==> config.mk <==
export PLATFORM = sky130hd
export DESIGN_NAME = cache_ctrl
export DESIGN_NICKNAME = d
export VERILOG_FILES = /design/src/hw/cache_geom_pkg.sv /design/src/hw/mem_bus_pkg.sv /design/src/hw/cache_ctrl.sv
export SDC_FILE = /design/constraint.sdc
export NUM_CORES = 1
export LEC_CHECK = 0
export BUFFER_PORTS_ARGS = -buffer_cell sky130_fd_sc_hd__buf_4
export CAP_MARGIN = 5
export CORE_ASPECT_RATIO = 1.4
export CORE_MARGIN = 2
export CORE_UTILIZATION = 33
export DETAILED_ROUTE_END_ITERATION = 16
export GPL_TIMING_DRIVEN = 1
export PLACE_DENSITY = 0.69
export SLEW_MARGIN = 20
export SYNTH_ARGS = -nofsm -noshare
export SYNTH_HDL_FRONTEND = slang
export SYNTH_SLANG_ARGS = --single-unit
==> constraint.sdc <==
create_clock -name clk -period 11.1 [get_ports clk]
set_clock_uncertainty 0.1 [all_clocks]
set_input_delay 1.11 -clock clk [delete_from_list [all_inputs] [get_ports clk]]
set_output_delay 1.11 -clock clk [all_outputs]
set_load 0.005 [all_outputs]
==> src/hw/cache_geom_pkg.sv <==
package cache_geom_pkg;

    localparam int NUM_WAYS  = 2;
    localparam int NUM_SETS  = 256;
    localparam int INDEX_W   = 8;
    localparam int TAG_W     = 20;
    localparam int OFFSET_W  = 4;
    localparam int NUM_BANKS = 4;   // 32-bit words per line
    localparam int WORD_W    = 32;

    // offset is split into bank select and byte select
    typedef struct packed {
        logic [TAG_W-1:0]                        tag;
        logic [INDEX_W-1:0]                      index;
        logic [$clog2(NUM_BANKS)-1:0]            bank;
        logic [OFFSET_W-$clog2(NUM_BANKS)-1:0]   byte_sel;
    } cache_addr_fields_t;

    // one address word, read flat or as cache fields
    typedef union packed {
        logic [TAG_W+INDEX_W+OFFSET_W-1:0] raw;
        cache_addr_fields_t                fields;
    } cache_addr_t;

endpackage

==> src/hw/mem_bus_pkg.sv <==
package mem_bus_pkg;

    localparam int LINE_W         = 128;   // full line on the write-back bus
    localparam int BEATS_PER_LINE = 4;     // one 32-bit word per refill beat
    localparam int BEAT_CNT_W     = 2;

endpackage

==> src/hw/cache_ctrl.sv <==
`timescale 1ns/1ps

module cache_ctrl (
    input  logic                                        clk,
    input  logic                                        resetn,
    // cpu side
    input  logic                                        valid,
    input  logic                                        op,      // 1 write, 0 read
    input  cache_geom_pkg::cache_addr_t                 addr,
    input  logic [cache_geom_pkg::WORD_W/8-1:0]          wstrb,
    input  logic [cache_geom_pkg::WORD_W-1:0]            wdata,
    output logic                                        addr_ok,
    output logic                                        data_ok,
    // tag store results
    input  logic                                        hit,
    input  logic                                        victim_valid,
    input  logic                                        victim_dirty,
    input  logic [cache_geom_pkg::TAG_W-1:0]             victim_tag,
    // array control
    output logic                                        lookup,
    output logic [cache_geom_pkg::INDEX_W-1:0]           rd_index,
    output logic [cache_geom_pkg::INDEX_W-1:0]           req_index,
    output logic [cache_geom_pkg::TAG_W-1:0]             req_tag,
    output logic [$clog2(cache_geom_pkg::NUM_BANKS)-1:0] bank_sel,
    output logic [cache_geom_pkg::WORD_W/8-1:0]          req_wstrb,
    output logic [cache_geom_pkg::WORD_W-1:0]            req_wdata,
    output logic                                        wr_hit,
    output logic                                        fill_we,
    output logic                                        refill_beat,
    output logic [mem_bus_pkg::BEAT_CNT_W-1:0]           beat_cnt,
    output logic                                        merge_beat,
    output logic                                        mark_dirty,
    output logic                                        clear_dirty,
    output logic                                        refill_done,
    // memory side
    output logic                                        rd_req,
    output logic [31:0]                                 rd_addr,
    output logic                                        wr_req,
    output logic [31:0]                                 wr_addr,
    input  logic                                        rd_rdy,
    input  logic                                        wr_rdy,
    input  logic                                        ret_valid,
    input  logic                                        ret_last
);

    import cache_geom_pkg::*;
    import mem_bus_pkg::*;

    localparam logic [4:0] IDLE    = 5'b00001;
    localparam logic [4:0] LOOKUP  = 5'b00010;
    localparam logic [4:0] MISS    = 5'b00100;
    localparam logic [4:0] REPLACE = 5'b01000;
    localparam logic [4:0] REFILL  = 5'b10000;

    logic [4:0]  state;
    logic [4:0]  state_nxt;
    cache_addr_t req_addr;
    cache_addr_t rd_line;
    cache_addr_t wr_line;
    logic        req_op;
    logic        need_wb;

    always_ff @(posedge clk) begin
        if (!resetn) begin
            state <= IDLE;
        end else begin
            state <= state_nxt;
        end
    end

    assign need_wb = victim_valid & victim_dirty;

    always_comb begin
        state_nxt = state;
        case (state)
            IDLE:    if (valid) state_nxt = LOOKUP;
            LOOKUP:  state_nxt = hit ? IDLE : MISS;
            MISS:    if (!need_wb || wr_rdy) state_nxt = REPLACE;  // clean victim skips
            REPLACE: if (rd_rdy) state_nxt = REFILL;
            REFILL:  if (ret_valid && ret_last) state_nxt = IDLE;
            default: state_nxt = IDLE;
        endcase
    end

    // request buffer
    always_ff @(posedge clk) begin
        if (valid && addr_ok) begin
            req_op    <= op;
            req_addr  <= addr;
            req_wstrb <= wstrb;
            req_wdata <= wdata;
        end
    end

    assign req_index = req_addr.fields.index;
    assign req_tag   = req_addr.fields.tag;
    assign bank_sel  = req_addr.fields.bank;
    assign rd_index  = (state == IDLE) ? addr.fields.index : req_index;  // arrays read a cycle early

    always_ff @(posedge clk) begin
        if (!resetn) begin
            beat_cnt <= '0;
        end else if (refill_beat) begin
            beat_cnt <= ret_last ? '0 : beat_cnt + 1'b1;
        end
    end

    assign lookup      = (state == LOOKUP);
    assign wr_hit      = lookup & hit & req_op;
    assign refill_beat = (state == REFILL) & ret_valid;
    assign refill_done = refill_beat & ret_last;
    assign fill_we     = refill_done;               // tag and valid land with the last beat
    assign merge_beat  = refill_beat & req_op & (beat_cnt == bank_sel);
    assign mark_dirty  = wr_hit | (refill_done & req_op);
    assign clear_dirty = refill_done & ~req_op;

    assign addr_ok = (state == IDLE);
    assign data_ok = (lookup & hit)
                   | (refill_beat & ~req_op & (beat_cnt == bank_sel))  // critical word
                   | (refill_done & req_op);

    // line aligned addresses
    always_comb begin
        rd_line.fields.tag      = req_tag;
        rd_line.fields.index    = req_index;
        rd_line.fields.bank     = '0;
        rd_line.fields.byte_sel = '0;
        wr_line                 = rd_line;
        wr_line.fields.tag      = victim_tag;
    end

    assign rd_req  = (state == REPLACE);
    assign rd_addr = rd_line.raw;
    assign wr_req  = (state == MISS) & need_wb & wr_rdy;  // single pulse as MISS exits
    assign wr_addr = wr_line.raw;

    a_req_excl: assert property (@(posedge clk) disable iff (!resetn)
        !(rd_req && wr_req));

    a_no_ok_idle: assert property (@(posedge clk) disable iff (!resetn)
        (state == IDLE) |-> !data_ok);

    // memory must close the burst after exactly one line of beats
    a_burst_len: assert property (@(posedge clk) disable iff (!resetn)
        refill_done |-> (beat_cnt == BEAT_CNT_W'(BEATS_PER_LINE - 1)));

endmodule

==> results of run 1 <==
[placed cells by master, fill, tap and decap left out, types with 2 or more instances in the layout]
| cell | Yosys | routed |
|---|---|---|
| buf_4 | 65 | 201 |
| a21boi_0 | 4 | 4 |
| mux2_2 | 8 | 8 |
| inv_1 | 5 | 5 |
| and3_1 | 3 | 3 |
| dfxtp_1 | 7 | 7 |
| nor3b_1 | 2 | 2 |
| conb_1 | 1 | 8 |
| clkinvlp_4 | 0 | 2 |
| and2_1 | 2 | 2 |
| bufinv_16 | 0 | 2 |
| nor2b_1 | 2 | 2 |
| o21a_1 | 2 | 2 |
| xor2_1 | 2 | 2 |
| o31ai_1 | 2 | 2 |
| o21ai_0 | 3 | 3 |
| a21oi_1 | 3 | 3 |
| clkbuf_16 | 0 | 9 |
| nor2_1 | 8 | 7 |
| edfxtp_1 | 67 | 67 |
| nand4b_1 | 2 | 2 |
| nand2_1 | 6 | 6 |
[cell type report]
cell class | instances | area (sq um)
clock buffer | 10 | 229
clock inverter | 6 | 88.8
fill | 832 | 4750
inverter | 5 | 18.8
multi-input combinational | 68 | 472
sequential | 74 | 2150
tap | 110 | 138
timing repair buffer | 201 | 1510
[metal layers]
metal  up-vias  track usage [%]
met5         -                0
met4         0             9.38
met3        26             6.10
met2       113             23.9
met1       973             12.6
li1        975                -
[state kept, by name, indices dropped and copies added (netlist names)]
name / count
req_op: 1
state: 5
req_wdata: 32
req_wstrb: 4
beat_cnt: 2
req_addr: 30
[worst max-delay path by stage]
stage	slack [ps]	end
floorplan	6560	req_addr[10]
global placement	7920	mark_dirty
detailed placement	7900	mark_dirty
CTS	7840	rd_index[3]
global route	7690	rd_index[3]
finish	7860	rd_index[3]
[cell families after synthesis]
kind of cell / Yosys count
other cells: 1
flops: 74
buf+inv: 73
compound gates: 16
simple gates: 34
mux: 8
xor+xnor: 2
[metrics by stage]
step | hold slack [ps] | util (%) | instances | cell area [sq um] | setup slack (ps)
6_report | 433 | 49.3 | 474 | 4610 | 7860
5_1_grt | 461 | 49.3 | 474 | 4610 | 7690
4_1_cts | 435 | 49.3 | 474 | 4610 | 7840
3_5_place_dp | 426 | 45.9 | 458 | 4290 | 7900
3_3_place_gp | 417 | 45.9 | 458 | 4290 | 7920
2_1_floorplan | 400 | - | 215 | 3150 | 6560
[worst max-delay path, cell delays in order, from the launching register on]
cell and delay, ps:
dfxtp_1 400, nor2_1 260, nand3b_1 460, mux2_2 440, buf_4 140
[cells in the mapped netlist, drive strengths merged (3+ instances only)]
library cell,number
a21boi,4
a21oi,3
and3,3
buf,68
dfxtp,7
edfxtp,67
inv,5
mux2,8
nand2,6
nor2,8
o21ai,3
[power groups by stage]
stage	combinational, mW	clock (mW)	sequential (mW)
floorplan	0.0431	0	0.349
global placement	0.0996	0	0.346
global route	0.107	0.329	0.343
finish	0.0994	0.306	0.340
CTS	0.101	0.315	0.341
detailed placement	0.101	0	0.347
==> results_dict.tcl, run 1 <==
set metrics [dict create \
    p_sw_mw 0.157 \
    hold_path_depth 2 \
    p_clk_share_pct 41.0 \
    post_cts_buffers 0 \
    cts-root-buf "clkbuf_16" \
    avgViaCountPerCell 4.40 \
    hpwl_um 5720 \
    worstSetupPathType "flip-flop to primary output" \
    clock_latency_ps 330 \
    antenna_found_initial 0 \
    start_util_pct 33.4 \
    synth_compound_area_share_pct 3.52 \
    ys_dominant_reg_cell "edfxtp_1" \
    synth_top_family_by_area "buffers and inverters" \
    power_frac_seq_pct 45.6 \
    num_vias 2087 \
    clk_pin_slew_worst_paths_ps 60 \
    netlist_instances 208 \
    rsz0062_at_grt "no" \
    grt_remaining_overflow 0 \
    max_freq_mhz 309 \
    synth-xor-area-share_pct 0.560 \
    cts_hold_buf 0 \
    ir_drop_mv 0.0926 \
    die_w_um 86.3 \
    drtIter0Drc 32 \
    p_leak_nw 2.03 \
    fin_tns_setup_ps 0 \
    crit_required_ps 9890 \
    rr_endpoint "req_addr[17]" \
    crit_fanout 11 \
    detail_route.wl_per_cell_um 15.5 \
    highest_layer "met4" \
    cts_tree "built" \
    total_power_mw 0.746 \
    yosys-top-cells-area "edfxtp_1 (64%), buf_4 (16%), dfxtp_1 (4.5%)" \
    ys_ff_latch 74 \
    drv_cap 0 \
    wl_met3_um 728 \
    htreeDepth 3 \
    async_flop_share_pct 0 \
    yosys.area_share.simple_pct 6.92 \
    max-slew-margin-rel_pct 46.3 \
    hold_viol_final 0 \
    area_growth_pct 47.3 \
    crit_arrival_ps 2030 \
    nNetsFinal 458 \
    wl_met2_um 4010 \
    grt_pass1_vias 2105 \
    core-area_sq_um 9350 \
    hp-start "beat_cnt[1]" \
    yosys_warnings 0 \
    worstMarginPinSlew_ps 804 \
    diodes 0 \
    outcome "finished clean" \
    report.final.slew_viol_count 0 \
    portBuffers 200 \
    synth_edf_count 67 \
    min_to "beat_cnt[1]" \
    critPathLaunch "state[4]" \
    fp-row-count 42 \
    dieArea_sq_um 10300 \
    drcViolationCount 0 \
    fin_crit_ps 3240 \
    drive_above_1_share_pct 62.9 \
    netlist_area_sq_um 3130 \
    die_h_um 119 \
    worst_setup_path_start_kind "flip-flop" \
    clock-sinks 74 \
    synth_top_area_share_pct 64.3 \
    synthAdderAreaFrac_pct 0 \
    grt_pass1_wl_um 10600 \
    syn_avg_cell_area_sq_um 15.0 \
    io_pins 251 \
    end_kind "primary output" \
    drtAntennaViolNets 0 \
    yosysUniqueCellTypes 33 \
    wirelength_um 7370 \
    cellInternalPower_mw 0.588 \
    power.share.combinational_pct 13.3 \
    yosysSeqAreaShare_pct 68.8 \
    yosysTopAreaCell "edfxtp_1" \
    grt_max_degree 41 \
    synthMuxAreaShare_pct 2.88 \
    first_pass_iters 4 \
    pwr_density_cell_nw_per_um2 162 \
    sw_frac_of_total_pct 21.1 \
    reg2reg_from "state[4]" \
    hold_class "flip-flop to flip-flop" \
    r2r_cells 4 \
    cts_buffer_depth 2 \
    rrSetupSlack_ps 8140 \
    period_share_pct 29.1 \
    finalSetupViolations 0 \
    grt_use_total_pct 13.8 \
    drt-met1-wl_um 2350 \
    place.gp.congestion 0.788 \
    cts_inserted_buffers 9 \
    cts_resized 0 \
]
No activity file was read; power rests on OpenSTA's default activity.
==> inputs of run 2 (changes only) <==
--- a/config.mk
+++ b/config.mk
@@ -12,7 +12,7 @@
 export CORE_UTILIZATION = 33
 export DETAILED_ROUTE_END_ITERATION = 16
 export GPL_TIMING_DRIVEN = 1
-export PLACE_DENSITY = 0.69
+export PLACE_DENSITY = 0.72
 export SLEW_MARGIN = 20
 export SYNTH_ARGS = -nofsm -noshare
 export SYNTH_HDL_FRONTEND = slang
==> constraint.sdc (replaced) <==
create_clock -name clk -period 2.8 [get_ports clk]
set_clock_uncertainty 0.1 [all_clocks]
set_input_delay 0.28 -clock clk [delete_from_list [all_inputs] [get_ports clk]]
set_output_delay 0.28 -clock clk [all_outputs]
set_load 0.005 [all_outputs]
==> results_dict.tcl, run 2 (synthesis gave the netlist of run 1 again) <==
set metrics [dict create \
    grt_use_total_pct 13.5 \
    worst_setup_path_start_kind "flip-flop" \
    finalSetupViolations 0 \
    max-slew-margin-rel_pct 61.7 \
    clk_pin_slew_worst_paths_ps 60 \
    die_h_um 119 \
    fin_crit_ps 2380 \
    clock-sinks 74 \
    pwr_density_cell_nw_per_um2 600 \
    wirelength_um 7240 \
    grt_pass1_vias 2084 \
    start_util_pct 33.4 \
    cts_resized 0 \
    total_power_mw 2.73 \
    cts_hold_buf 0 \
    cts_buffer_depth 2 \
    place.gp.congestion 0.769 \
    crit_required_ps 2420 \
    diodes 0 \
    avgViaCountPerCell 4.50 \
    nNetsFinal 458 \
    antenna_found_initial 0 \
    worstMarginPinSlew_ps 572 \
    drive_above_1_share_pct 62.0 \
    cts_inserted_buffers 9 \
    max_freq_mhz 421 \
    hold_class "input port to flip-flop" \
    htreeDepth 3 \
    area_growth_pct 45.6 \
    post_dp_cell_area_sq_um 4300 \
    timing.hold.ws_ps 29.0 \
    cts-root-buf "clkbuf_16" \
    critical_path_buf_inv_count 1 \
    regMostFlops "req_wdata" \
    fill_cells 834 \
    first_pass_iters 4 \
    cp_top_family "simple AND/OR/NAND/NOR gates" \
    hold_viol_final 0 \
    grt_pass1_wl_um 10500 \
    drcViolationCount 0 \
    clock_latency_ps 320 \
    rsz0062_at_grt "no" \
    drtIter0Drc 77 \
    grt_remaining_overflow 0 \
    final_common_cell "buf_4" \
    p_leak_nw 2.00 \
    fp-row-count 42 \
    dieArea_sq_um 10300 \
    report.final.slew_viol_count 0 \
    postLayoutCellArea_sq_um 4550 \
    fin_tns_setup_ps 0 \
    cts_tree "built" \
    drtAntennaViolNets 0 \
    end_kind "primary output" \
    grt_max_degree 68 \
    portBuffers 200 \
    num_vias 2130 \
    cp_slowest_cell "nand3b_1" \
    largestRegisters "req_wdata: 32 flops, req_addr: 30 flops, state: 5 flops" \
    ir_drop_mv 0.332 \
    hpwl_um 5590 \
    largest_reg_flops 32 \
    cp_slowest_stage_delay_ps 450 \
    die_w_um 86.3 \
    period_share_pct 84.9 \
    detail_route.wl_per_cell_um 15.3 \
    final_cell_mix "buf_4 (200), edfxtp_1 (67), clkbuf_16 (9), mux2_2 (8), conb_1 (8)" \
    outcome "finished clean" \
    crit_arrival_ps 2000 \
    drv_cap 0 \
    path_cells "nor2_1 > nand3b_1 > mux2_2 > buf_4" \
    post_cts_buffers 0 \
    io_pins 251 \
    worstSetupPathType "flip-flop to primary output" \
    core-area_sq_um 9350 \
    crit_fanout 11 \
]
## run 2: cell count changes in the layout (fill, tap and decap cells not counted)
cell        previous run  this run
clkinv_1               0         2
buf_4                201       200
inv_6                  1         0
clkbuf_1               1         2
clkinvlp_4             2         1
bufinv_16              2         0
buf_12                 0         1
## run 2: layout make-up
cell class / instances / area (sq um) / share of cell area [%]
Clock buffer: 11 / 233 / 5.11
Clock inverter: 4 / 20.0 / 0.440
Inverter: 5 / 18.8 / 0.412
Multi-Input combinational cell: 68 / 472 / 10.4
Sequential cell: 74 / 2150 / 47.3
Tap cell: 110 / 138 / 3.02
Timing Repair Buffer: 201 / 1520 / 33.4
## run 2: per-stage QoR
step | utilization, % | worst slack (ps) | instances
3_3_place_gp | 46.0 | 649 | 458
5_1_grt | 48.7 | 239 | 473
4_1_cts | 48.7 | 382 | 473
6_report | 48.7 | 423 | 473
2_1_floorplan | - | 374 | 215
3_5_place_dp | 46.0 | 600 | 458
## run 2: report_power, final
part	internal (mW)	total (mW)	switching (mW)
combinational	0.247	0.398	0.151
clock	0.587	0.987	0.400
sequential	1.31	1.35	0.0420
total	2.14	2.73	0.593
## run 2: path summary, 6_finish.rpt
| kind | from | cells past startpoint | end | slack [ps] |
|---|---|---|---|---|
| setup / recovery | state[4] | 4 | rd_index[3] | 420 |
| hold / removal | addr[13] | 1 | req_addr[13] | 30 |
| setup reg to reg | state[4] | 4 | req_wdata[12] | 600 |
| hold reg to reg | beat_cnt[1] | 2 | beat_cnt[1] | 430 |
## run 2: routing by layer
metal	track usage (%)	routed length (um)
met5	0	0
met4	7.81	240
met3	5.96	816
met2	23.9	3900
met1	12.6	2280
==> inputs of run 3 (changes only) <==
--- a/config.mk
+++ b/config.mk
@@ -5,6 +5,7 @@
 export SDC_FILE = /design/constraint.sdc
 export NUM_CORES = 1
 export LEC_CHECK = 0
+export ABC_AREA = 1
 export BUFFER_PORTS_ARGS = -buffer_cell sky130_fd_sc_hd__buf_4
 export CAP_MARGIN = 5
 export CORE_ASPECT_RATIO = 1.4
@@ -12,7 +13,7 @@
 export CORE_UTILIZATION = 33
 export DETAILED_ROUTE_END_ITERATION = 16
 export GPL_TIMING_DRIVEN = 1
-export PLACE_DENSITY = 0.72
+export PLACE_DENSITY = 0.7
 export SLEW_MARGIN = 20
 export SYNTH_ARGS = -nofsm -noshare
 export SYNTH_HDL_FRONTEND = slang
==> constraint.sdc (replaced) <==
create_clock -name clk -period 2.2 [get_ports clk]
set_clock_uncertainty 0.1 [all_clocks]
set_input_delay 0.22 -clock clk [delete_from_list [all_inputs] [get_ports clk]]
set_output_delay 0.22 -clock clk [all_outputs]
set_load 0.005 [all_outputs]
==> results_dict.tcl, run 3 <==
set metrics [dict create \
    outcome "finished clean" \
    min_to "state[1]" \
    fin_ws_ps 260 \
    htreeDepth 3 \
    p_clk_share_pct 23.4 \
    hp-start "resetn" \
    report.final.slew_viol_count 0 \
    path_cells "nor2_1 > nand4_2 > nor2_4 > nand2_1 > nand3_1 > buf_4" \
    rsz0062_at_grt "no" \
    worstSetupPathType "flip-flop to primary output" \
    hold_path_depth 3 \
    largest_reg_flops 32 \
    end_kind "primary output" \
    cts_tree "built" \
    drive_above_1_share_pct 48.8 \
    finalSetupViolations 0 \
    start_util_pct 34.3 \
    num_vias 2526 \
    power_frac_seq_pct 39.7 \
    cts_resized 0 \
    hpwl_um 6130 \
    grt_max_degree 39 \
    portBuffers 200 \
    cp_slowest_cell "dfxtp_1" \
    dp.cells 493 \
    ys_dominant_reg_cell "edfxtp_1" \
    synth_most_common_cell "edfxtp_1" \
    fin_crit_ps 1940 \
    regMostFlops "req_wdata" \
    crit_required_ps 1880 \
    area_growth_pct 69.5 \
    cellInternalPower_mw 3.92 \
    pwr_density_cell_nw_per_um2 1080 \
    post_cts_buffers 0 \
    clock_latency_ps 330 \
    cts_inserted_buffers 9 \
    place.gp.congestion 0.793 \
    p_leak_nw 2.42 \
    grt_use_total_pct 16.9 \
    cts_buffer_depth 2 \
    dieArea_sq_um 10200 \
    yosysUniqueCellTypes 21 \
    diodes 0 \
    netlist_area_sq_um 3110 \
    cts-root-buf "clkbuf_16" \
    clock-sinks 74 \
    crit_fanout 5 \
    drv_cap 0 \
    avgViaCountPerCell 4.39 \
    clk_pin_slew_worst_paths_ps 50 \
    nNetsFinal 563 \
    wirelength_um 8720 \
    crit_arrival_ps 1620 \
    cts_hold_buf 67 \
    period_share_pct 88.2 \
    r2r_cells 4 \
    rr_endpoint "req_addr[28]" \
    drcViolationCount 0 \
    drtAntennaViolNets 0 \
    io_pins 251 \
    drtIter0Drc 65 \
    p_sw_mw 1.77 \
    pre_cts_ws_ps 578 \
    reg2reg_from "state[3]" \
    final_common_cell "buf_4" \
    fin_cells 576 \
    core-area_sq_um 9080 \
    largestRegisters "req_wdata: 32 flops, req_addr: 30 flops, state: 5 flops" \
    yosys-top-cells-area "edfxtp_1 (65%), buf_4 (16%), nand2_1 (4.9%)" \
    final_cell_mix "buf_4 (202), dlygate4sd3_1 (67), edfxtp_1 (67), nand2_1 (41)" \
    grt_pass1_wl_um 13000 \
    grt_remaining_overflow 0 \
    antenna_found_initial 0 \
    ys_ff_latch 74 \
    die_w_um 86.1 \
    netlist_instances 242 \
    rrSetupSlack_ps 580 \
    synth_commonest_cells "edfxtp_1 (67), buf_4 (66), nand2_1 (41)" \
    hold_class "input port to flip-flop" \
    first_pass_iters 4 \
    ir_drop_mv 0.654 \
    synth_top_area_share_pct 64.7 \
    total_power_mw 5.69 \
    synth_edf_count 67 \
    fin_tns_setup_ps 0 \
    detail_route.wl_per_cell_um 15.1 \
    sw_frac_of_total_pct 31.1 \
    cp_slowest_stage_delay_ps 330 \
    fp-row-count 41 \
    yosysSeqAreaShare_pct 69.2 \
    power.share.combinational_pct 36.9 \
    fill_cells 733 \
    worst_setup_path_start_kind "flip-flop" \
    max_freq_mhz 516 \
    yosysTopAreaCell "edfxtp_1" \
    syn_avg_cell_area_sq_um 12.9 \
    grt_pass1_vias 2632 \
    die_h_um 119 \
    async_flop_share_pct 0 \
    yosys_warnings 0 \
    hold_viol_final 0 \
]
[run 3: cell count changes in the layout (fill, tap and decap cells not counted), sizes merged, moves of 4 or more]
cell	previous run	this run
nand3	1	7
nor2	8	22
nand2	6	42
inv	5	18
a21boi	4	0
dlygate4sd3	0	67
mux2	8	0
nand4	0	4
[run 3: routing by layer]
layer  part of all wire (%)  vias up  track usage (%)
li1                       -     1178                -
met2                     54      135             30.3
met4                    3.9        0             9.42
met1                     34     1180             17.0
met3                    8.8       33             4.78
met5                      0        -                0
[run 3: worst max-delay path by stage]
stage / depth (start not counted) / end / slack [ps] / from
floorplan: 4 / req_addr[10] / -30 / state[3]
global placement: 4 / req_addr[25] / 620 / state[3]
detailed placement: 4 / req_addr[28] / 580 / state[3]
CTS: 6 / data_ok / 240 / state[1]
global route: 6 / data_ok / 150 / state[1]
finish: 6 / data_ok / 260 / state[1]
[run 3: cell families after synthesis]
kind of cell,synth area share [%]
buffers and inverters,18.1
AND/OR/NAND/NOR,11.4
flip-flops,69.2
AO/OA/AOI/OAI,0.724
XOR/XNOR,0.563
other,0.121
[run 3: stage by stage]
| step | util [%] | cell area (sq um) | hold WS, ps |
|---|---|---|---|
| 2_1_floorplan | - | 3160 | 219 |
| 3_3_place_gp | 47.7 | 4330 | 298 |
| 3_5_place_dp | 47.7 | 4330 | 299 |
| 4_1_cts | 58.1 | 5280 | 42.6 |
| 5_1_grt | 58.1 | 5280 | 66.4 |
| 6_report | 58.1 | 5280 | 57.0 |
[run 3: worst max-delay path: cells and delay by family, from the launching register on]
| family | cells | cell delay (ps) |
|---|---|---|
| buffers and inverters | 1 | 110 |
| DFF | 1 | 330 |
| and+or+nand+nor | 5 | 860 |
[run 3: final cells by class]
type,instances,area [sq um],area share [%]
tap,107,134,2.54
inverter,17,66.3,1.26
multi-input combinational,92,444,8.42
sequential,74,2150,40.8
clock inverter,6,41.3,0.783
clock buffer,10,229,4.34
timing repair buffer,270,2210,41.8
[run 3: power by group through the flow]
stage          Combinational [mW]  Sequential [mW]  Clock [mW]
2_1_floorplan               0.936             2.29           0
3_3_place_gp                 1.98             2.27           0
3_5_place_dp                 2.03             2.28           0
4_1_cts                      2.13             2.26        1.36
5_1_grt                      2.28             2.31        1.43
6_report                     2.10             2.26        1.33
